===== src/frame_buffer_pkg.sv =====
package frame_buffer_pkg;

	// image geometry
	localparam int IMAGE_WIDTH  = 64;
	localparam int IMAGE_HEIGHT = 48;
	localparam int X_W          = 6;
	localparam int Y_W          = 6;

	// two horizontally adjacent pixels share one memory word
	localparam int WORDS_PER_LINE  = IMAGE_WIDTH / 2;
	localparam int WORDS_PER_FRAME = WORDS_PER_LINE * IMAGE_HEIGHT;

	// bank layout
	localparam int SLOTS_PER_BANK = 3;
	localparam int SLOT_W         = 2;
	localparam int ADDR_W         = 13;
	localparam int MEM_W          = 36;

	// one-hot client codes
	localparam int CLIENT_W = 3;
	localparam logic [CLIENT_W-1:0] CLIENT_NONE    = 3'b000;
	localparam logic [CLIENT_W-1:0] CLIENT_CAPTURE = 3'b100;
	localparam logic [CLIENT_W-1:0] CLIENT_DISPLAY = 3'b010;
	localparam logic [CLIENT_W-1:0] CLIENT_FILTER  = 3'b001;

	// frame role placement after reset
	localparam logic              RESET_CAPTURE_BANK = 1'b0;
	localparam logic [SLOT_W-1:0] RESET_CAPTURE_SLOT = 2'd0;
	localparam logic              RESET_PROCESS_BANK = 1'b0;
	localparam logic [SLOT_W-1:0] RESET_PROCESS_SLOT = 2'd1;
	localparam logic              RESET_NEXT_BANK    = 1'b1;
	localparam logic [SLOT_W-1:0] RESET_NEXT_SLOT    = 2'd0;
	localparam logic              RESET_DISPLAY_BANK = 1'b1;
	localparam logic [SLOT_W-1:0] RESET_DISPLAY_SLOT = 2'd1;

endpackage


===== src/frame_role_rotator.sv =====
`timescale 1ns/1ns

module frame_role_rotator (
	input  logic                              clk,
	input  logic                              reset,
	input  logic                              frame_flag,
	output logic                              capture_bank,
	output logic                              process_bank,
	output logic                              display_bank,
	output logic [frame_buffer_pkg::SLOT_W-1:0] capture_slot,
	output logic [frame_buffer_pkg::SLOT_W-1:0] process_slot,
	output logic [frame_buffer_pkg::SLOT_W-1:0] display_slot
);
	import frame_buffer_pkg::*;

	// next-display role, not bound to any client
	logic              next_bank;
	logic [SLOT_W-1:0] next_slot;

	always_ff @(posedge clk) begin
		if (reset) begin
			capture_bank <= RESET_CAPTURE_BANK;
			capture_slot <= RESET_CAPTURE_SLOT;
			process_bank <= RESET_PROCESS_BANK;
			process_slot <= RESET_PROCESS_SLOT;
			next_bank    <= RESET_NEXT_BANK;
			next_slot    <= RESET_NEXT_SLOT;
			display_bank <= RESET_DISPLAY_BANK;
			display_slot <= RESET_DISPLAY_SLOT;
		end else if (frame_flag) begin
			// captured frame moves toward display via next-display
			capture_bank <= process_bank;
			capture_slot <= process_slot;
			process_bank <= display_bank;
			process_slot <= display_slot;
			next_bank    <= capture_bank;
			next_slot    <= capture_slot;
			display_bank <= next_bank;
			display_slot <= next_slot;
		end
	end

endmodule


===== config.mk =====
export PLATFORM = sky130hd
export DESIGN_NAME = frame_role_rotator
export DESIGN_NICKNAME = d
export VERILOG_FILES = /design/src/frame_buffer_pkg.sv /design/src/frame_role_rotator.sv
export SDC_FILE = /design/constraint.sdc
export NUM_CORES = 1
export LEC_CHECK = 0
export BUFFER_PORTS_ARGS = -buffer_cell sky130_fd_sc_hd__buf_2
export CAP_MARGIN = 20
export CORE_AREA = 2 2 39 41
export CTS_CLUSTER_DIAMETER = 60
export DETAILED_ROUTE_END_ITERATION = 10
export DIE_AREA = 0 0 41 43
export SYNTH_ARGS = -nofsm -noshare
export SYNTH_HDL_FRONTEND = slang
export SYNTH_SLANG_ARGS = --single-unit

===== constraint.sdc =====
create_clock -name clk -period 0.83 [get_ports clk]
set_input_delay 0.083 -clock clk [delete_from_list [all_inputs] [get_ports clk]]
set_output_delay 0.083 -clock clk [all_outputs]
set_load 0.02 [all_outputs]

==> metrics <==
run status=finished, final reports clean; clock insertion delay at the later pin of the skew report=0.26 ns; largest net degree at the start of global routing=17; aggregate global-route resource usage=9.69%; synthesized area per cell=11.5 um2; area taken by flip-flops and latches=251 um2; Placer Congestion=0.670; number of buffers inserted during clock tree synthesis=3; Final period util=98.7%; net total in the final layout=60; type of destination of the critical path=flip-flop; detailed-route DRC error count=0; worst setup skew after layout=0.00284 ns; Min-Delay Path Class=input port to flip-flop; fraction of the yosys area taken by sequential cells=53.6%; share of cells above drive strength 1=52.7%; critical path required time=0.99 ns; static power due to leakage=0.286 nW; cell depth of the worst min-delay path=2; endpoints failing setup=0; Top Ports=12; RSZ-0062 raised after global routing=true; area added between synthesis and finish=37.2%; WL final=693 um; uppermost metal layer occupied by signal nets=met4; fin. max-slew vios=0; ratio of total power to cell area=1810 mW/mm2; Floorplan Core Area=0.00138 mm2; Max-Cap Viols=0; detailed-routed wire length on met3=25 um; Placement Rows=14; die span in y=43 um; Worst setup SP type=flip-flop; register-to-register setup slack=0.01 ns; iteration-0 DRC count of the detailed router=1; reg2reg start=process_slot[0]$_SDFFE_PP1P_; floorplan die width=41 um; Hold Crit Start=reset; critical path start-end classification=flip-flop to flip-flop; total global routing overflow=0; number of fill cells in the layout=139; Post-Syn Nets=42; detailed-route wire length per cell=9.76 um; clk sink count=12; worst-case headroom to the max-slew limit=77.6%; TritonCTS clock tree=yes; PortBufs=11; core occupancy in the finished layout=44.4%; Longest Clk Path Bufs=2; hold buffers post-CTS=0; commonest cells after routing, fill and taps aside=sky130_fd_sc_hd__dfxtp_2 (9), sky130_fd_sc_hd__buf_6 (9), sky130_fd_sc_hd__mux2i_1 (8), sky130_fd_sc_hd__nor2_1 (8), sky130_fd_sc_hd__buf_4 (5); Syn Std Cell Area=448 um2; time the worst path needs with I/O delays and setup=0.820 ns; clock-pin transition on the worst setup and hold timing paths=0.06 ns; Hold Vio Cnt, Final=0; global-route wire length before repair=1.06 mm; ant diodes=0; Final Power=1.11 mW; first element of the critical path=process_slot[0]$_SDFFE_PP1P_; die footprint=0.00176 mm2; peak clock frequency supported by timing=1.22 GHz; number of cell instances on the worst register-to-register path=2; Initial Utilization=32.4%; ratio of routed vias to standard cells=4.51; Peak supply drop=0.000739 V; initial antenna violation count=0; number of levels in the clock H-tree=1; Final ANT Viol Nets=0; met1 wire length=306 um; number of iterations in the first detailed-routing pass=2; via count of the first global-routing pass=273; post-synthesis cell type count=9; yosys synthesis warning count=0; slew at the pin closest to its max-slew limit=0.336 ns; area of combinational cells with multiple inputs=171 um2; Hold Slack=0.0993 ns; routed length on met2=347 um; largest driver fanout on the critical path=3; placed wire-length estimate=473 um; Root Driver=sky130_fd_sc_hd__clkbuf_4; Worst EP arrival=0.97 ns; number of instances in the synthesized netlist=39; register bit count reported by yosys=12; total via count after detailed routing=320
==> worst max-delay path, stage by stage (launching register included) <==
cell and delay, ns:
sky130_fd_sc_hd__dfxtp_2 0.33, sky130_fd_sc_hd__nor2b_1 0.12, sky130_fd_sc_hd__a211o_2 0.26
==> cell families (layout without fill, tap and decap cells) <==
| kind of cell | after synthesis | after routing | share of synthesized area, % |
|---|---|---|---|
| DFF | 12 | 12 | 53.6 |
| and+or+nand+nor | 12 | 12 | 12.3 |
| muxes | 8 | 8 | 17.9 |
| AOI/OAI and AO/OA | 4 | 4 | 8.10 |
| buffers and inverters | 3 | 19 | 8.10 |
==> state kept, by name, summed over array words and instances (netlist names) <==
register / cells
next_slot: 2
process_slot: 2
next_bank: 1
capture_slot: 2
display_slot: 2
display_bank: 1
capture_bank: 1
process_bank: 1
==> layer usage <==
layer / global-route usage, % / up-vias
li1: - / 164
met1: 10.8 / 146
met5: 0 / -
met4: 12.0 / 0
met3: 3.14 / 2
met2: 12.2 / 8
==> report_power, final <==
| group | internal [mW] | switching (mW) |
|---|---|---|
| combinational | 0.0849 | 0.0713 |
| sequential | 0.608 | 0.0196 |
| clock | 0.167 | 0.164 |
| total | 0.860 | 0.255 |
==> cell type report <==
cell class | count | share of cell area (%)
Timing Repair Buffer | 16 | 24.2
Tap cell | 16 | 3.26
Multi-Input combinational cell | 24 | 27.9
Clock buffer | 3 | 3.67
Sequential cell | 12 | 40.9
==> through the flow <==
stage                     setup slack (ns)  std cells   TNS, ns  instance area (um2)
after CTS                          0.00303         70         0                  599
after global placement             -0.0119         64   -0.0119                  498
after floorplan                   -0.00360         39  -0.00360                  452
after detailed placement           -0.0246         64   -0.0271                  498
final                               0.0104         71         0                  614
after global routing               -0.0327         71   -0.0854                  614
==> final timing paths <==
path                                                     end
worst max-delay path            process_slot[0]$_SDFFE_PP1P_
worst min-delay path               process_bank$_SDFFE_PP0P_
worst max register to register  process_slot[0]$_SDFFE_PP1P_
worst min register to register  display_slot[0]$_SDFFE_PP1P_
==> timing repair <==
action,in CTS,in global routing
endpoints found under the setup margin,9,10
buffers inserted,3,1
gates resized for setup,22,2
==> cells in the mapped netlist (all sizes together) <==
cell,instances,share of area (%)
mux2i,8,18
buf,3,8.1
nor2,8,6.7
a211o,4,8.1
nor2b,4,5.6
dfxtp,12,54
Power figures use the tool's default switching activity.
