<file path="src/frame_buffer_pkg.sv">
package frame_buffer_pkg;

	// image geometry
	localparam int IMAGE_WIDTH  = 64;
	localparam int IMAGE_HEIGHT = 48;
	localparam int X_W          = 6;
	localparam int Y_W          = 6;

	// two horizontally adjacent pixels share one memory word
	localparam int WORDS_PER_LINE  = IMAGE_WIDTH / 2;
	localparam int WORDS_PER_FRAME = WORDS_PER_LINE * IMAGE_HEIGHT;

	// bank layout
	localparam int SLOTS_PER_BANK = 3;
	localparam int SLOT_W         = 2;
	localparam int ADDR_W         = 13;
	localparam int MEM_W          = 36;

	// one-hot client codes
	localparam int CLIENT_W = 3;
	localparam logic [CLIENT_W-1:0] CLIENT_NONE    = 3'b000;
	localparam logic [CLIENT_W-1:0] CLIENT_CAPTURE = 3'b100;
	localparam logic [CLIENT_W-1:0] CLIENT_DISPLAY = 3'b010;
	localparam logic [CLIENT_W-1:0] CLIENT_FILTER  = 3'b001;

	// frame role placement after reset
	localparam logic              RESET_CAPTURE_BANK = 1'b0;
	localparam logic [SLOT_W-1:0] RESET_CAPTURE_SLOT = 2'd0;
	localparam logic              RESET_PROCESS_BANK = 1'b0;
	localparam logic [SLOT_W-1:0] RESET_PROCESS_SLOT = 2'd1;
	localparam logic              RESET_NEXT_BANK    = 1'b1;
	localparam logic [SLOT_W-1:0] RESET_NEXT_SLOT    = 2'd0;
	localparam logic              RESET_DISPLAY_BANK = 1'b1;
	localparam logic [SLOT_W-1:0] RESET_DISPLAY_SLOT = 2'd1;

endpackage

</file>
<file path="src/read_return.sv">
`timescale 1ns/1ns

module read_return (
	input  logic                                  clk,
	input  logic                                  reset,
	input  logic [frame_buffer_pkg::CLIENT_W-1:0] read_tag0,
	input  logic [frame_buffer_pkg::CLIENT_W-1:0] read_tag1,
	input  logic [frame_buffer_pkg::MEM_W-1:0]    mem_read0,
	input  logic [frame_buffer_pkg::MEM_W-1:0]    mem_read1,
	output logic [frame_buffer_pkg::MEM_W-1:0]    display_pixel,
	output logic [frame_buffer_pkg::MEM_W-1:0]    filter_pixel_read
);
	import frame_buffer_pkg::*;

	// tags delayed to match the ram read latency
	logic [CLIENT_W-1:0] tag0_q;
	logic [CLIENT_W-1:0] tag1_q;

	always_ff @(posedge clk) begin
		if (reset) begin
			tag0_q <= CLIENT_NONE;
			tag1_q <= CLIENT_NONE;
		end else begin
			tag0_q <= read_tag0;
			tag1_q <= read_tag1;
		end
	end

	// held pixels, bank 0 first when both banks tag one client
	always_ff @(posedge clk) begin
		if (reset) begin
			display_pixel     <= '0;
			filter_pixel_read <= '0;
		end else begin
			if (tag0_q == CLIENT_DISPLAY) begin
				display_pixel <= mem_read0;
			end else if (tag1_q == CLIENT_DISPLAY) begin
				display_pixel <= mem_read1;
			end
			if (tag0_q == CLIENT_FILTER) begin
				filter_pixel_read <= mem_read0;
			end else if (tag1_q == CLIENT_FILTER) begin
				filter_pixel_read <= mem_read1;
			end
		end
	end

endmodule

</file>
<file path="config.mk">
export PLATFORM = sky130hd
export DESIGN_NAME = read_return
export DESIGN_NICKNAME = d
export VERILOG_FILES = /design/src/frame_buffer_pkg.sv /design/src/read_return.sv
export SDC_FILE = /design/constraint.sdc
export NUM_CORES = 1
export LEC_CHECK = 0
export ABC_AREA = 1
export BUFFER_PORTS_ARGS = -buffer_cell sky130_fd_sc_hd__buf_4
export CORE_ASPECT_RATIO = 2
export CORE_MARGIN = 4
export CORE_UTILIZATION = 46
export DETAILED_ROUTE_END_ITERATION = 10
export HOLD_SLACK_MARGIN = 0.02
export PLACE_DENSITY = 0.75
export SYNTH_ARGS = -nofsm -noshare
export SYNTH_HDL_FRONTEND = slang
export SYNTH_SLANG_ARGS = --single-unit
</file>
<file path="constraint.sdc">
create_clock -name clk -period 1.9 [get_ports clk]
set_input_delay 0.38 -clock clk [delete_from_list [all_inputs] [get_ports clk]]
set_output_delay 0.38 -clock clk [all_outputs]
set_load 0.01 [all_outputs]
</file>
==> results summary <==
The power density over the cells is 859 mW/mm². Counting every net in the synthesized netlist gives 662. The maximum cell stage delay along the critical path is 0.46 ns. The tool flagged a number of max-cap violations equal to 0. Port buffering added 151 buffers.

The first-pass GRT wire length came out at 20,000 µm. The share of the cycle needed by the critical path after routing is 86.9%. The maximum number of buffers from clock root to sink came out at 2. The number of pins exceeding their max-slew limit in the final report is 0. The static leakage came out at 2.67 nW. The area overhead of the layout relative to synthesis is 37.4%.

The vertical die dimension came out at 138 µm. Cells with a size suffix above 1 make up 26.2% of the layout. The count of state elements after synthesis is 78. The via-per-instance ratio came out at 5.37. Among all stages on the critical path, the largest delay is contributed by dfxtp_1. The detail route stage leaves a number of antenna-violating nets equal to 0. The largest fanout on the critical path is 35.

The pin count of the biggest net entering global routing came out at 41. Once the clock tree was built, the setup fixing pass inserted 0 buffers. Counting both buffers and inverters, the worst setup path holds a total of 1. Leaving out fill and tap cells, the most frequent cell in the layout is buf_4.

The core box area came out at 0.00823 mm². The total wire length came out at 12,800 µm. The standard-cell row count is 47. STA classifies the critical path endpoint as a flip-flop. Yosys printed 0 warnings.

The routed via count came out at 4,381. The worst path required time came out at 2.10 ns. The via count of the first global-routing pass is 4,375. The core utilization of the finished layout is 64.5%. Along the worst hold path, the cell count comes to 3.

The worst-case IR drop observed on VDD is 0.000733 V. The number of hold violations in the final report is 0. The min-delay analysis places its worst path in the category in -> reg. The gate count after technology mapping is 582. Based on the critical path, the design can be clocked at up to 606 MHz. The critical path runs through a total of 5 cells. 152 I/O pins were placed. The later pin in the worst-skew pair is clocked with a latency of 0.33 ns. The number of distinct library cells after synthesis is 19.

Adding up every negative setup slack in the final design gives 0 ns. The number of sinks on the clock net is 78. Broken down by cell family, the worst path's largest delay share belongs to simple AND/OR/NAND/NOR gates. The area of all placed cells without fillers came out at 0.00531 mm². Clock-pin slew was measured on the worst setup and hold paths at 0.06 ns.

The H-tree depth is 3. The iteration count of the initial detailed-routing pass came out at 5. The number of fill cells in the layout came out at 778. The number of setup violations in the final report came out at 0.

The starting DRC count in detailed routing is 503. In the layout the commonest cells are buf_4, nand3_1, nand2_1. The total global-route track usage came out at 25.8%. The clock skew came out at 0.00553 ns. The setup slack at placement is 0.241 ns. The transition at the pin with the smallest max-transition slack came out at 0.503 ns. STA classifies the critical path startpoint as a flip-flop.

Setup repair after global routing left no endpoint under its margin. Once the floorplan was initialized, standard cells occupied 46.9% of the core. The initial antenna violation count came out at 0. The floorplan step defined a die boundary enclosing 0.0100 mm². After detailed placement, the total cell area comes to 0.00498 mm². The post-synth design cell area came out at 0.00386 mm². The half-perimeter wire length after detailed placement came out at 8830 µm.

The number of DRC violations after detailed routing came out at 0. Gates resized during post-CTS repair numbered 0. The cts-stage hold buffer count came out at 0. The mean cell area of the mapped netlist is 6.63 µm². The run finished with clean final reports. TritonCTS built the clock tree. The depth of the worst register-to-register path is 5.

The number of CTS-inserted buffers is 9. The worst-case headroom to the max-slew limit came out at 66.4%. Traced cell by cell, the critical path runs through nand3_2 -> nand2_4 -> clkinv_2 -> nand2_1 -> a21oi_1. On the final layout, the worst hold slack is 0.245 ns.

The per-cell routed wire length came out at 15.7 µm. The minimum period implied by the final worst setup slack is 1.65 ns. The residual overflow from global routing is 0. The die outline width is 72.8 µm. Data arrives at the worst endpoint at 1.85 ns.

Setup slack closes at 0.249 ns. The number of nets in the final layout is 794. The final weighted congestion of routability-driven global placement came out at 0.886. The class of the most critical setup path is reg -> reg. The tree is rooted in a clkbuf_16. The sequential cell area fraction in the yosys report came out at 40.4%.

The repair_antennas step left the layout with diodes totalling 0.
-- final timing paths --
check	startpoint	slack, ns	endpoint
max	tag0_q[1]	0.25	display_pixel[0]
min	read_tag1[0]	0.24	tag1_q[0]
max reg2reg	tag0_q[1]	0.25	display_pixel[0]
min reg2reg	filter_pixel_read[10]	0.46	filter_pixel_read[10]
-- layout make-up --
| class | count | area [µm²] | area share (%) |
|---|---|---|---|
| Clock inverter | 4 | 70.1 | 1.32 |
| Clock buffer | 11 | 253 | 4.76 |
| Tap cell | 98 | 123 | 2.31 |
| Sequential cell | 78 | 1560 | 29.5 |
| Inverter | 86 | 327 | 6.15 |
| Multi-Input combinational cell | 377 | 1740 | 32.8 |
| Timing Repair Buffer | 162 | 1230 | 23.2 |
-- flip-flops by register name, indices dropped and copies added (netlist names) --
| name | flops |
|---|---|
| display_pixel | 36 |
| filter_pixel_read | 36 |
| tag0_q | 3 |
| tag1_q | 3 |
-- worst min-delay path, stage by stage --
cell and delay, ns:
buf_4 0.07, inv_1 0.03, nor2_1 0.06
-- kinds of logic after synthesis --
family | after synthesis | share of synthesized area, %
compound gates | 71 | 9.20
simple gates | 306 | 35.9
flops | 78 | 40.4
buf+inv | 127 | 14.4
-- where the power goes --
group	switching, W	internal [W]
Combinational	0.000479	0.000381
Clock	0.000661	0.00121
Sequential	0.0000765	0.00175
Total	0.00122	0.00334
-- layer usage --
metal / share of wire, % / track usage, %
met5: 0 / 0
met4: 5.7 / 19.2
met3: 6.6 / 4.97
met2: 53 / 44.4
met1: 35 / 27.1
-- through the flow --
step / instances / total power (W)
after floorplan: 582 / 0.00231
after global placement: 801 / 0.00270
after detailed placement: 801 / 0.00272
after CTS: 816 / 0.00457
after global routing: 816 / 0.00472
final: 816 / 0.00456
-- cell usage after synthesis --
cell type  number  area [µm²]
buf_6           3        33.8
nand3_2         1        10.0
buf_4          10        75.1
nor2_1          8        30.0
nand2_1       145         544
dfxtp_1        78        1560
nor2_4          1        11.3
clkinv_2        1        5.00
a21oi_1        71         355
buf_2          13        65.1
inv_1          82         308
nand2_4         3        33.8
buf_1           3        11.3
nor2_8          1        20.0
clkbuf_1       12        45.0
nand3_1       146         731
nand3b_1        1        7.51
inv_4           1        6.26
inv_2           2        7.51
Note: power is estimated with default switching activity, not from simulation.
