===== src/frame_buffer_pkg.sv =====
package frame_buffer_pkg;

	// image geometry
	localparam int IMAGE_WIDTH  = 64;
	localparam int IMAGE_HEIGHT = 48;
	localparam int X_W          = 6;
	localparam int Y_W          = 6;

	// two horizontally adjacent pixels share one memory word
	localparam int WORDS_PER_LINE  = IMAGE_WIDTH / 2;
	localparam int WORDS_PER_FRAME = WORDS_PER_LINE * IMAGE_HEIGHT;

	// bank layout
	localparam int SLOTS_PER_BANK = 3;
	localparam int SLOT_W         = 2;
	localparam int ADDR_W         = 13;
	localparam int MEM_W          = 36;

	// one-hot client codes
	localparam int CLIENT_W = 3;
	localparam logic [CLIENT_W-1:0] CLIENT_NONE    = 3'b000;
	localparam logic [CLIENT_W-1:0] CLIENT_CAPTURE = 3'b100;
	localparam logic [CLIENT_W-1:0] CLIENT_DISPLAY = 3'b010;
	localparam logic [CLIENT_W-1:0] CLIENT_FILTER  = 3'b001;

	// frame role placement after reset
	localparam logic              RESET_CAPTURE_BANK = 1'b0;
	localparam logic [SLOT_W-1:0] RESET_CAPTURE_SLOT = 2'd0;
	localparam logic              RESET_PROCESS_BANK = 1'b0;
	localparam logic [SLOT_W-1:0] RESET_PROCESS_SLOT = 2'd1;
	localparam logic              RESET_NEXT_BANK    = 1'b1;
	localparam logic [SLOT_W-1:0] RESET_NEXT_SLOT    = 2'd0;
	localparam logic              RESET_DISPLAY_BANK = 1'b1;
	localparam logic [SLOT_W-1:0] RESET_DISPLAY_SLOT = 2'd1;

endpackage


===== src/bank_arbiter.sv =====
`timescale 1ns/1ns

module bank_arbiter (
	input  logic                                  clk,
	input  logic                                  reset,
	input  logic                                  capture_req,
	input  logic                                  display_req,
	input  logic                                  filter_req,
	input  logic [frame_buffer_pkg::ADDR_W-1:0]   capture_addr,
	input  logic [frame_buffer_pkg::ADDR_W-1:0]   display_addr,
	input  logic [frame_buffer_pkg::ADDR_W-1:0]   filter_addr,
	input  logic [frame_buffer_pkg::MEM_W-1:0]    capture_pixel,
	input  logic [frame_buffer_pkg::MEM_W-1:0]    filter_pixel_write,
	input  logic                                  filter_wr,
	output logic [frame_buffer_pkg::ADDR_W-1:0]   mem_addr,
	output logic [frame_buffer_pkg::MEM_W-1:0]    mem_write,
	output logic                                  mem_wr,
	output logic [frame_buffer_pkg::CLIENT_W-1:0] granted,
	output logic [frame_buffer_pkg::CLIENT_W-1:0] read_tag
);
	import frame_buffer_pkg::*;

	logic [ADDR_W-1:0]   next_addr;
	logic [MEM_W-1:0]    next_write;
	logic                next_wr;
	logic [CLIENT_W-1:0] next_granted;
	logic [CLIENT_W-1:0] next_tag;

	// capture beats display, display beats filter
	always_comb begin
		next_addr    = mem_addr;
		next_write   = mem_write;
		next_wr      = 1'b0;
		next_granted = CLIENT_NONE;
		next_tag     = CLIENT_NONE;
		if (capture_req) begin
			next_addr    = capture_addr;
			next_write   = capture_pixel;
			next_wr      = 1'b1;
			next_granted = CLIENT_CAPTURE;
		end else if (display_req) begin
			next_addr    = display_addr;
			next_granted = CLIENT_DISPLAY;
			next_tag     = CLIENT_DISPLAY;
		end else if (filter_req) begin
			next_addr    = filter_addr;
			next_write   = filter_pixel_write;
			next_wr      = filter_wr;
			next_granted = CLIENT_FILTER;
			// only a filter read expects data back
			next_tag     = filter_wr ? CLIENT_NONE : CLIENT_FILTER;
		end
	end

	always_ff @(posedge clk) begin
		mem_addr  <= next_addr;
		mem_write <= next_write;
	end

	always_ff @(posedge clk) begin
		if (reset) begin
			mem_wr   <= 1'b0;
			granted  <= CLIENT_NONE;
			read_tag <= CLIENT_NONE;
		end else begin
			mem_wr   <= next_wr;
			granted  <= next_granted;
			read_tag <= next_tag;
		end
	end

endmodule


===== config.mk =====
export PLATFORM = sky130hd
export DESIGN_NAME = bank_arbiter
export DESIGN_NICKNAME = d
export VERILOG_FILES = /design/src/frame_buffer_pkg.sv /design/src/bank_arbiter.sv
export SDC_FILE = /design/constraint.sdc
export NUM_CORES = 1
export LEC_CHECK = 0
export BUFFER_PORTS_ARGS = -buffer_cell sky130_fd_sc_hd__buf_2
export CORE_MARGIN = 2
export CORE_UTILIZATION = 41
export DETAILED_ROUTE_END_ITERATION = 16
export PLACE_DENSITY = 0.82
export REMOVE_ABC_BUFFERS = 1
export SETUP_SLACK_MARGIN = 0.05
export SLEW_MARGIN = 15
export SYNTH_ARGS = -nofsm -noshare
export SYNTH_HDL_FRONTEND = slang
export SYNTH_SLANG_ARGS = --single-unit

===== constraint.sdc =====
create_clock -name clk -period 2.1 [get_ports clk]
set_input_delay 0 -clock clk [delete_from_list [all_inputs] [get_ports clk]]
set_output_delay 0 -clock clk [all_outputs]
set_load 0.01 [all_outputs]

==> results.ini <==
[cts]
cts_tree=built
clkSlewWorstSetupHoldPaths_ps=90
cts-resized-gates=0
post-cts-setup-buffer-count=0
ctsHtreeMaxLevel=2
largest_buffer_count_on_any_clock_path=2
clock_sink_count=54
clock_root_buffer=sky130_fd_sc_hd__clkbuf_8
tritoncts.num_buffers=5

[timing]
whs_ps=9.09
timing_max_transition_violations_final=0
max_clk_rate_mhz=640
grt_setup_unrepaired=no
finalHoldViolations=0
setup_viol=0
worst_slew_pin_slew_ps=544
post-route-period-util_pct=74.4
timing.setup.tns_ps=0
period_minus_slack_ps=1560
layout_setup_ws_ps=538
worst_relative_slew_slack_pct=63.7

[critical_path]
crit_path_max_incr_delay_ps=590
worstPathRequired_ps=2150
worstSetupEndpointType=flip-flop
cp_top_family=buffers and inverters
critical_path.cell_chain=buf_2 > buf_4 > mux2_2 > dlygate4sd3_1
critical_path.max_fanout=27
timing_worst_setup_path_type=primary input to flip-flop
library_cell_contributing_the_largest_single_delay_on_the_critical_path=sky130_fd_sc_hd__dlygate4sd3_1
path_buf_inv=3
arrival_ps=1610
crit_path_start_kind=primary input

[finish]
post-route-cell-area_um2=4090
commonest_non_fill_non_tap_cells_in_the_layout=sky130_fd_sc_hd__buf_2, sky130_fd_sc_hd__dlygate4sd3_1, sky130_fd_sc_hd__edfxtp_1, sky130_fd_sc_hd__mux2_2
diodes=0
layout.cells.most_common=sky130_fd_sc_hd__buf_2
post_route_cells_drive_above_1_share_pct=55.2
finish.net_count=509
fillerInstances=402
areaGrowthSynthToFinish_pct=69.3
finalCoreUtilization_pct=73.0

[route]
antenna_violating_nets_post_route=0
route.final.wire_length_um=7060
detail_route.vias_per_cell=4.65
detail_route.drc_violations=0
vias=2163
wl_per_cell_um=15.2
first_drt_pass_iteration_count=4
drt_iter0_drc=46

[synth]
post-synth-top-area-fraction_pct=60.9
synth_area_per_cell_um2=16.0
mapped_cells=151
post_synth_num_cell_types=21
yosys-top-cells-area=sky130_fd_sc_hd__edfxtp_1, sky130_fd_sc_hd__mux2_2, sky130_fd_sc_hd__mux2_4, sky130_fd_sc_hd__mux2i_1, sky130_fd_sc_hd__dfxtp_1
warnings_from_yosys=0
synth.cell_area_um2=2420
seq_area_frac_synth_pct=65.0
ys_ff_latch=54
yosysTopAreaCell=sky130_fd_sc_hd__edfxtp_1

[placed_design]
routabilityCongestion=0.748
detailed_place.area_um2=3310
placement.setup.worst_slack_ps=792
numPortBuffers=171
dp_wirelength_um=4280

[grt]
grt_overflow_total=0
number_of_global_route_vias_before_repair=2291
gr-usage-all-layers_pct=20.5
grt_first_pass_wirelength_um=10000
maximum_number_of_pins_on_one_net_before_global_route_repair=29
antenna_found_initial=0

[power_and_ir_drop]
power-per-cell-area_nw_per_um2=601
vdd.ir_drop.worst_uv=380
p_leak_nw=1.91

[floorplan]
die-width_um=80.8
io-pin-count=173
die_h_um=80.8
core.rowCount=27
design.die.area_um2=6520
initial_core_util_pct=43.1
core_area_um2=5610

[run]
cap_viol_max_count=0

[min_path]
timing.hold.worst.class=primary input to flip-flop

[run_status]
run_status=completed

## final cells by class
cell class | count | area, µm² | area share, %
Timing Repair Buffer | 245 | 1590 | 38.8
Sequential cell | 54 | 1570 | 38.4
Multi-Input combinational cell | 84 | 756 | 18.5
Tap cell | 72 | 90.1 | 2.20
Clock buffer | 8 | 80.1 | 1.96
Inverter | 2 | 7.51 | 0.183
## report_power, final
| group | total (mW) | internal [mW] | switching [mW] |
|---|---|---|---|
| clock network | 0.551 | 0.238 | 0.313 |
| logic | 0.578 | 0.332 | 0.247 |
| registers | 1.33 | 1.30 | 0.0253 |
## cell families after synthesis
| group | share of synthesized area, % |
|---|---|
| DFF | 65.0 |
| muxes | 23.7 |
| and+or+nand+nor | 4.19 |
| AOI/OAI and AO/OA | 3.21 |
| buffers and inverters | 3.68 |
| other | 0.155 |
## final timing paths
path	startpoint	cells past startpoint	to	slack, ps
min	filter_pixel_write[17]	2	mem_write[17]	9
max	capture_req	4	mem_write[14]	540
## cells in the mapped netlist
cell	number
sky130_fd_sc_hd__buf_4	3
sky130_fd_sc_hd__inv_1	2
sky130_fd_sc_hd__nor2_1	1
sky130_fd_sc_hd__o21ai_0	10
sky130_fd_sc_hd__nand2_1	13
sky130_fd_sc_hd__a21o_1	1
sky130_fd_sc_hd__buf_2	5
sky130_fd_sc_hd__buf_6	3
sky130_fd_sc_hd__a21oi_1	1
sky130_fd_sc_hd__or3_1	1
sky130_fd_sc_hd__mux2i_1	13
sky130_fd_sc_hd__nand3b_1	1
sky130_fd_sc_hd__o21ai_1	3
sky130_fd_sc_hd__nor4b_4	1
sky130_fd_sc_hd__mux2_2	26
sky130_fd_sc_hd__dfxtp_1	5
sky130_fd_sc_hd__nor3_1	1
sky130_fd_sc_hd__conb_1	1
sky130_fd_sc_hd__nor2b_1	1
sky130_fd_sc_hd__mux2_4	10
sky130_fd_sc_hd__edfxtp_1	49
## sequential cells by signal, summed over array words and instances, names as in the netlist
name,cells
mem_addr,13
read_tag,1
mem_wr,1
granted,3
mem_write,36
## per-stage QoR
stage,cells,power (mW)
after floorplan,140,1.54
after global placement,387,1.79
final,465,2.46
after detailed placement,387,1.81
after CTS,450,2.43
after global routing,465,2.58
## repair_timing
action                     in CTS  in global routing
hold buffers                   55                 15
setup endpoints to repair       0                  0
hold endpoints to repair       41                 11
## layer usage
metal | vias up | global-route usage, % | share of wire (%)
met3 | 12 | 7.67 | 8.8
li1 | 1040 | - | -
met4 | 0 | 5.59 | 1.6
met1 | 1000 | 19.0 | 33
met2 | 111 | 41.3 | 56
met5 | - | 0 | 0
Power figures use the tool's default switching activity.
