[src/frame_buffer_pkg.sv]
package frame_buffer_pkg;

	// image geometry
	localparam int IMAGE_WIDTH  = 64;
	localparam int IMAGE_HEIGHT = 48;
	localparam int X_W          = 6;
	localparam int Y_W          = 6;

	// two horizontally adjacent pixels share one memory word
	localparam int WORDS_PER_LINE  = IMAGE_WIDTH / 2;
	localparam int WORDS_PER_FRAME = WORDS_PER_LINE * IMAGE_HEIGHT;

	// bank layout
	localparam int SLOTS_PER_BANK = 3;
	localparam int SLOT_W         = 2;
	localparam int ADDR_W         = 13;
	localparam int MEM_W          = 36;

	// one-hot client codes
	localparam int CLIENT_W = 3;
	localparam logic [CLIENT_W-1:0] CLIENT_NONE    = 3'b000;
	localparam logic [CLIENT_W-1:0] CLIENT_CAPTURE = 3'b100;
	localparam logic [CLIENT_W-1:0] CLIENT_DISPLAY = 3'b010;
	localparam logic [CLIENT_W-1:0] CLIENT_FILTER  = 3'b001;

	// frame role placement after reset
	localparam logic              RESET_CAPTURE_BANK = 1'b0;
	localparam logic [SLOT_W-1:0] RESET_CAPTURE_SLOT = 2'd0;
	localparam logic              RESET_PROCESS_BANK = 1'b0;
	localparam logic [SLOT_W-1:0] RESET_PROCESS_SLOT = 2'd1;
	localparam logic              RESET_NEXT_BANK    = 1'b1;
	localparam logic [SLOT_W-1:0] RESET_NEXT_SLOT    = 2'd0;
	localparam logic              RESET_DISPLAY_BANK = 1'b1;
	localparam logic [SLOT_W-1:0] RESET_DISPLAY_SLOT = 2'd1;

endpackage

[src/pixel_address.sv]
`timescale 1ns/1ns

module pixel_address (
	input  logic [frame_buffer_pkg::X_W-1:0]    x,
	input  logic [frame_buffer_pkg::Y_W-1:0]    y,
	input  logic [frame_buffer_pkg::SLOT_W-1:0] slot,
	output logic [frame_buffer_pkg::ADDR_W-1:0] addr
);
	import frame_buffer_pkg::*;

	logic [ADDR_W-1:0] slot_offset;
	logic [ADDR_W-1:0] line_offset;
	logic [ADDR_W-1:0] word_offset;

	// base of the frame slot inside the bank
	assign slot_offset = ADDR_W'(slot) * ADDR_W'(WORDS_PER_FRAME);

	// start of the line within the frame
	assign line_offset = ADDR_W'(y) * ADDR_W'(WORDS_PER_LINE);

	// even and odd x land in the same word
	assign word_offset = ADDR_W'(x >> 1);

	assign addr = slot_offset + line_offset + word_offset;

endmodule

[config.mk]
export PLATFORM = sky130hd
export DESIGN_NAME = pixel_address
export DESIGN_NICKNAME = d
export VERILOG_FILES = /design/src/frame_buffer_pkg.sv /design/src/pixel_address.sv
export SDC_FILE = /design/constraint.sdc
export NUM_CORES = 1
export LEC_CHECK = 0
export BUFFER_PORTS_ARGS = -buffer_cell sky130_fd_sc_hd__buf_2
export CORE_AREA = 2 2 39 41
export DETAILED_ROUTE_END_ITERATION = 10
export DIE_AREA = 0 0 41 43
export PLACE_DENSITY = 0.5
export SYNTH_ARGS = -nofsm -noshare
export SYNTH_HDL_FRONTEND = slang
export SYNTH_SLANG_ARGS = --single-unit
[constraint.sdc]
create_clock -name vclk -period 3.2
set_input_delay 0.48 -clock vclk [all_inputs]
set_output_delay 0.48 -clock vclk [all_outputs]
set_load 0.01 [all_outputs]
==> results.md, run 1 <==
* Outcome: finished, final reports clean
* Pwr dens at approximately 160 nW/um^2
* Largest net degree at the start of global routing at 5
* Type of origin of the critical path: input pin
* Post-CTS Repair Setup Buffers at 0
* Drt first pass iters at 3
* CTS resizes at 0
* Pleak at 0.09654 nW
* CP Max Fanout at 3
* Seq/Total Area, Yosys at 0
* Final core occ at 0.1293
* Max-slew violation count at 0
* DIE WIDTH at about 40 um
* Min-Delay Path Class: input pin to output pin
* Final Critical Period at roughly 2.1 ns
* Fillers at between 150 and 200
* Vias in the first global route at 76
* M2 GR Usage at 0.02188
* Detail Placement HPWL at approximately 240 um
* Initial core utilization at 0.1347
* Area of the mapped netlist at approximately 190 sq um
* Nets@finish at 42
* M1 GR Usage at 0.04762
* Via count at between 100 and 150
* Setup TNS Final at 0 ns
* Yosys top cell by area: buf_4
* Crit Path Class: input pin to output pin
* Drt total wl at between 200 and 300 um
* Tightest Pin Transition at between 0.1 and 0.15 ns
* Net Count, Synth at 41
* Final setup margin at roughly 1.1 ns
* Top Ports at 27
* Layout area overhead at -4.027%
* Most used routing layer: met1
* Post-route antenna net violation count at 0
* Port Buffers at 8
* Critical path arrival at about 1.6 ns
* Clkbuf count at 0
* Total GRT Usage at 0.02400
* Hold_buf cts at 0
* Share of Yosys cell area claimed by the top area cell type at 0.3624
* Max cap viols at 0
* Period utilization at 0.6632
* GP Congestion at 0.6580
* Met3 global-route usage at 0.01047
* Row count at 14
* Setup crit end kind: output pin
* Reg area at 0 sq um
* Synth unique cells at 10
* Synth warn at 0
* Initial DRC Count at 2
* Top cells by area, synth: buf_4 (36%), ha_1 (27%), fa_1 (11%), o2bb2ai_1 (4.7%), xor2_1 (4.7%)
* Initial antenna violation count at 0
* Number of vias per cell at around 3.4
* N_diodes at 0
* Pre-CTS setup slack at 1.065 ns
* RSZ-0062 raised after global routing: false
* Layout cell share with drive strength beyond 1 at 0.3810
* Total gr overflow at 0
* Wire per inst at slightly below 7 um
* Worst ir drop on vdd at a little under 40 uV
* Normalized max-slew margin at 0.9002
* Final hold vios at 0
* Synthesized instance count at 22
* Sequential cells at 0
* Final setup viols at 0
* Core area at between 1000 and 1500 sq um
* DRC viols at 0
* Die height at roughly 43 um
* Die area at 1763 sq um
* Fmax achieved at between 400 and 500 MHz
* Worst EP required at 2.72 ns
* Wire length of the first global-routing pass at roughly 320 um
* Synth Area per Inst at ~8.5 sq um
synth_stat cells (all sizes together):
| master | count |
|---|---|
| fa | 1 |
| nand3 | 1 |
| o2bb2ai | 1 |
| ha | 4 |
| buf | 9 |
| a21oi | 1 |
| xor2 | 1 |
| inv | 2 |
| a21boi | 1 |
| nand2b | 1 |
per-layer routing:
metal	wire, um	up-vias
li1	-	62
met1	125	51
met2	83	11
met3	41	0
met4	0	0
met5	0	-
critical path, cell delays in order:
cell and delay (ns):
buf_2 0.10, inv_1 0.04, ha_1 0.27, inv_1 0.06, fa_1 0.40, xor2_1 0.15
buf_2 0.14
area by class of cell:
cell class,instances,area (sq um),area share
inverters,2,7.507,0.04196
repair buffers,8,40.04,0.2238
well taps,16,20.02,0.1119
multi-input cells,11,111.4,0.6224
cells by family after synthesis:
| kind of cell | after synthesis | synth area share |
|---|---|---|
| xor+xnor | 1 | 0.04699 |
| fa+ha+maj | 5 | 0.3759 |
| compound gates | 3 | 0.1141 |
| buf+inv | 11 | 0.4027 |
| simple gates | 2 | 0.06040 |
placed cells by master (no fill, tap or decap), drive strengths merged:
cell / synthesis / final
buf: 9 / 8
ha: 4 / 4
inv: 2 / 2
xor2: 1 / 1
nand3: 1 / 1
a21boi: 1 / 1
nand2b: 1 / 1
a21oi: 1 / 1
o2bb2ai: 1 / 1
fa: 1 / 1
per-stage QoR:
stage / cells / hold WS, ns / power [W] / area (sq um)
2_1_floorplan: 22 / 1.052 / 0.00002962 / 186.4
3_3_place_gp: 37 / 0.9601 / 0.00002792 / 178.9
3_5_place_dp: 37 / 0.9601 / 0.00002835 / 178.9
4_1_cts: 37 / 0.9601 / 0.00002845 / 178.9
5_1_grt: 37 / 0.9600 / 0.00003100 / 178.9
6_report: 37 / 0.9600 / 0.00002775 / 178.9
power by group:
| group | switching (W) | leakage (nW) | internal [W] |
|---|---|---|---|
| registers | 0 | 0 | 0 |
| clock network | 0 | 0 | 0 |
| logic | 0.0000148 | 0.0965 | 0.0000129 |
| total | 0.0000148 | 0.0965 | 0.0000129 |
path summary, 6_finish.rpt:
check	startpoint	cells past startpoint	slack (ns)	to
worst max-delay path	slot[0]	7	1.08	addr[11]
worst min-delay path	x[5]	0	0.96	addr[4]
(Power assumes the default switching activity.)
==> run 2, diff against run 1 <==
Settings changed: ABC_AREA set to 1.
Clock period 3.2 ns to 2.1 ns, I/O delays scaled along.
==> results.md, run 2 <==
* Commonest cells in the netlist: buf_4 (9), ha_1 (4), inv_1 (4), nand2_1 (4), nand3_1 (3)
* Outcome: finished, final reports clean
* Detail Placement HPWL at around 260 um
* Port Buffers at 8
* Final setup viols at 0
* Reg area at 0 sq um
* Crit Path Class: input pin to output pin
* Via count at roughly 130
* Commonest non-fill, non-tap cell in the layout: buf_2
* Top Ports at 27
* DRC viols at 0
* Power after layout at 0.00004240 W
* Pwr dens at 230.5 nW/um^2
* Net Count, Synth at 45
* Total gr overflow at 0
* Final hold vios at 0
* Worst ir drop on vdd at 52.18 uV
* Synth warn at 0
* Core area at around 1400 sq um
* Yosys top cell by area: buf_4
* Total GRT Usage at 0.03504
* Max-slew violation count at 0
* Most frequent cells in the layout: buf_2 (8), inv_1 (4), nand2_1 (4), ha_1 (4), nand3_1 (3)
* Most numerous cell in the Yosys netlist: buf_4
* Fillers at 159
* Synth unique cells at 7
* Pleak at 0.1094 nW
* Number of vias per cell at about 3.1
* Die height at between 40 and 50 um
* N_diodes at 0
* Nets@finish at 46
* Period utilization at 0.8506
* Hold_buf cts at 0
* Worst-path cell chain: buf_2 -> inv_1 -> ha_1 -> inv_1 -> fa_1 -> xor2_1 -> buf_2
* Vias in the first global route at ~120
* Normalized max-slew margin at 0.9005
* Fmax achieved at around 560 MHz
* WHS at between 0.6 and 0.7 ns
* GP Congestion at between 0.7 and 0.8
* Largest net degree at the start of global routing at 5
* Initial DRC Count at 0
* Largest stage delay, worst path at 0.40 ns
* Critical path arrival at around 1.5 ns
* Seq/Total Area, Yosys at 0
* DIE WIDTH at between 40 and 50 um
* CP Max Fanout at 3
* Worst EP required at 1.78 ns
* Setup crit end kind: output pin
* Drt first pass iters at 1
* Post-route antenna net violation count at 0
* Initial antenna violation count at 0
* Share of Yosys cell area claimed by the top area cell type at 0.3529
* Max cap viols at 0
* Die area at roughly 1800 sq um
* Slowest CP cell: fa_1
* Post-CTS Repair Setup Buffers at 0
* Synth Area per Inst at roughly 7.4 sq um
* CTS resizes at 0
* Layout cell share with drive strength beyond 1 at 0.3200
* Drt total wl at between 200 and 300 um
* Min-Delay Path Class: input pin to output pin
* Wire length of the first global-routing pass at 469 um
* Layout area overhead at -3.922%
* Final Critical Period at roughly 1.8 ns
* Tightest Pin Transition at ~0.15 ns
* Inst Count DP at 41
* Clkbuf count at 0
* Initial core utilization at 0.1383
* Wire per inst at 6.537 um
* Top cells by area, synth: buf_4 (35%), ha_1 (26%), fa_1 (10%), nand3_1 (7.8%), inv_1 (7.8%)
* Type of origin of the critical path: input pin
* Synthesized instance count at 26
* Non-filler cells, final at ~40
* Area of the mapped netlist at 191.4 sq um
* Setup TNS Final at 0 ns
* Row count at 14
* Sequential cells at 0
* RSZ-0062 raised after global routing: false
-- run 2: logic make-up after synthesis --
kind of cell	synth area share
buf+inv	0.4313
simple gates	0.1568
xor+xnor	0.04576
fa+ha+maj	0.3660
-- run 2: path summary, 6_finish.rpt --
kind	startpoint	end	slack (ns)	cells after the start
hold / removal	x[3]	addr[2]	0.63	0
setup / recovery	slot[0]	addr[11]	0.31	7
-- run 2: worst max-delay path: cells and delay by family --
family / cells / cell delay (ns)
adders and majority gates: 2 / 0.67
buffers and inverters: 4 / 0.34
xor gates and xnor gates: 1 / 0.14
-- run 2: through the flow --
stage	setup slack, ns	cell area (sq um)	util
final	0.3138	183.9	0.1329
after global routing	0.2089	183.9	0.1329
after CTS	0.3008	183.9	0.1329
after detailed placement	0.3111	183.9	0.1329
after global placement	0.3104	183.9	0.1329
after floorplan	0.5146	191.4	-
-- run 2: final cells by class --
class	instances	area, sq um	share of cell area
multi-input combinational	13	108.9	0.5918
timing repair buffer	8	40.04	0.2177
tap	16	20.02	0.1088
inverter	4	15.01	0.08163
-- run 2: where the power goes --
group	switching [W]	total (W)	internal (W)
sequential	0	0	0
clock	0	0	0
combinational	0.0000232	0.0000424	0.0000192
-- run 2: metal layers --
layer | up-vias | share of wire | global-route usage
met2 | 8 | 0.36 | 0.04375
met5 | - | 0 | 0
met4 | 0 | 0.0075 | 0.01333
li1 | 69 | - | -
met3 | 2 | 0.18 | 0.005236
met1 | 49 | 0.44 | 0.05732
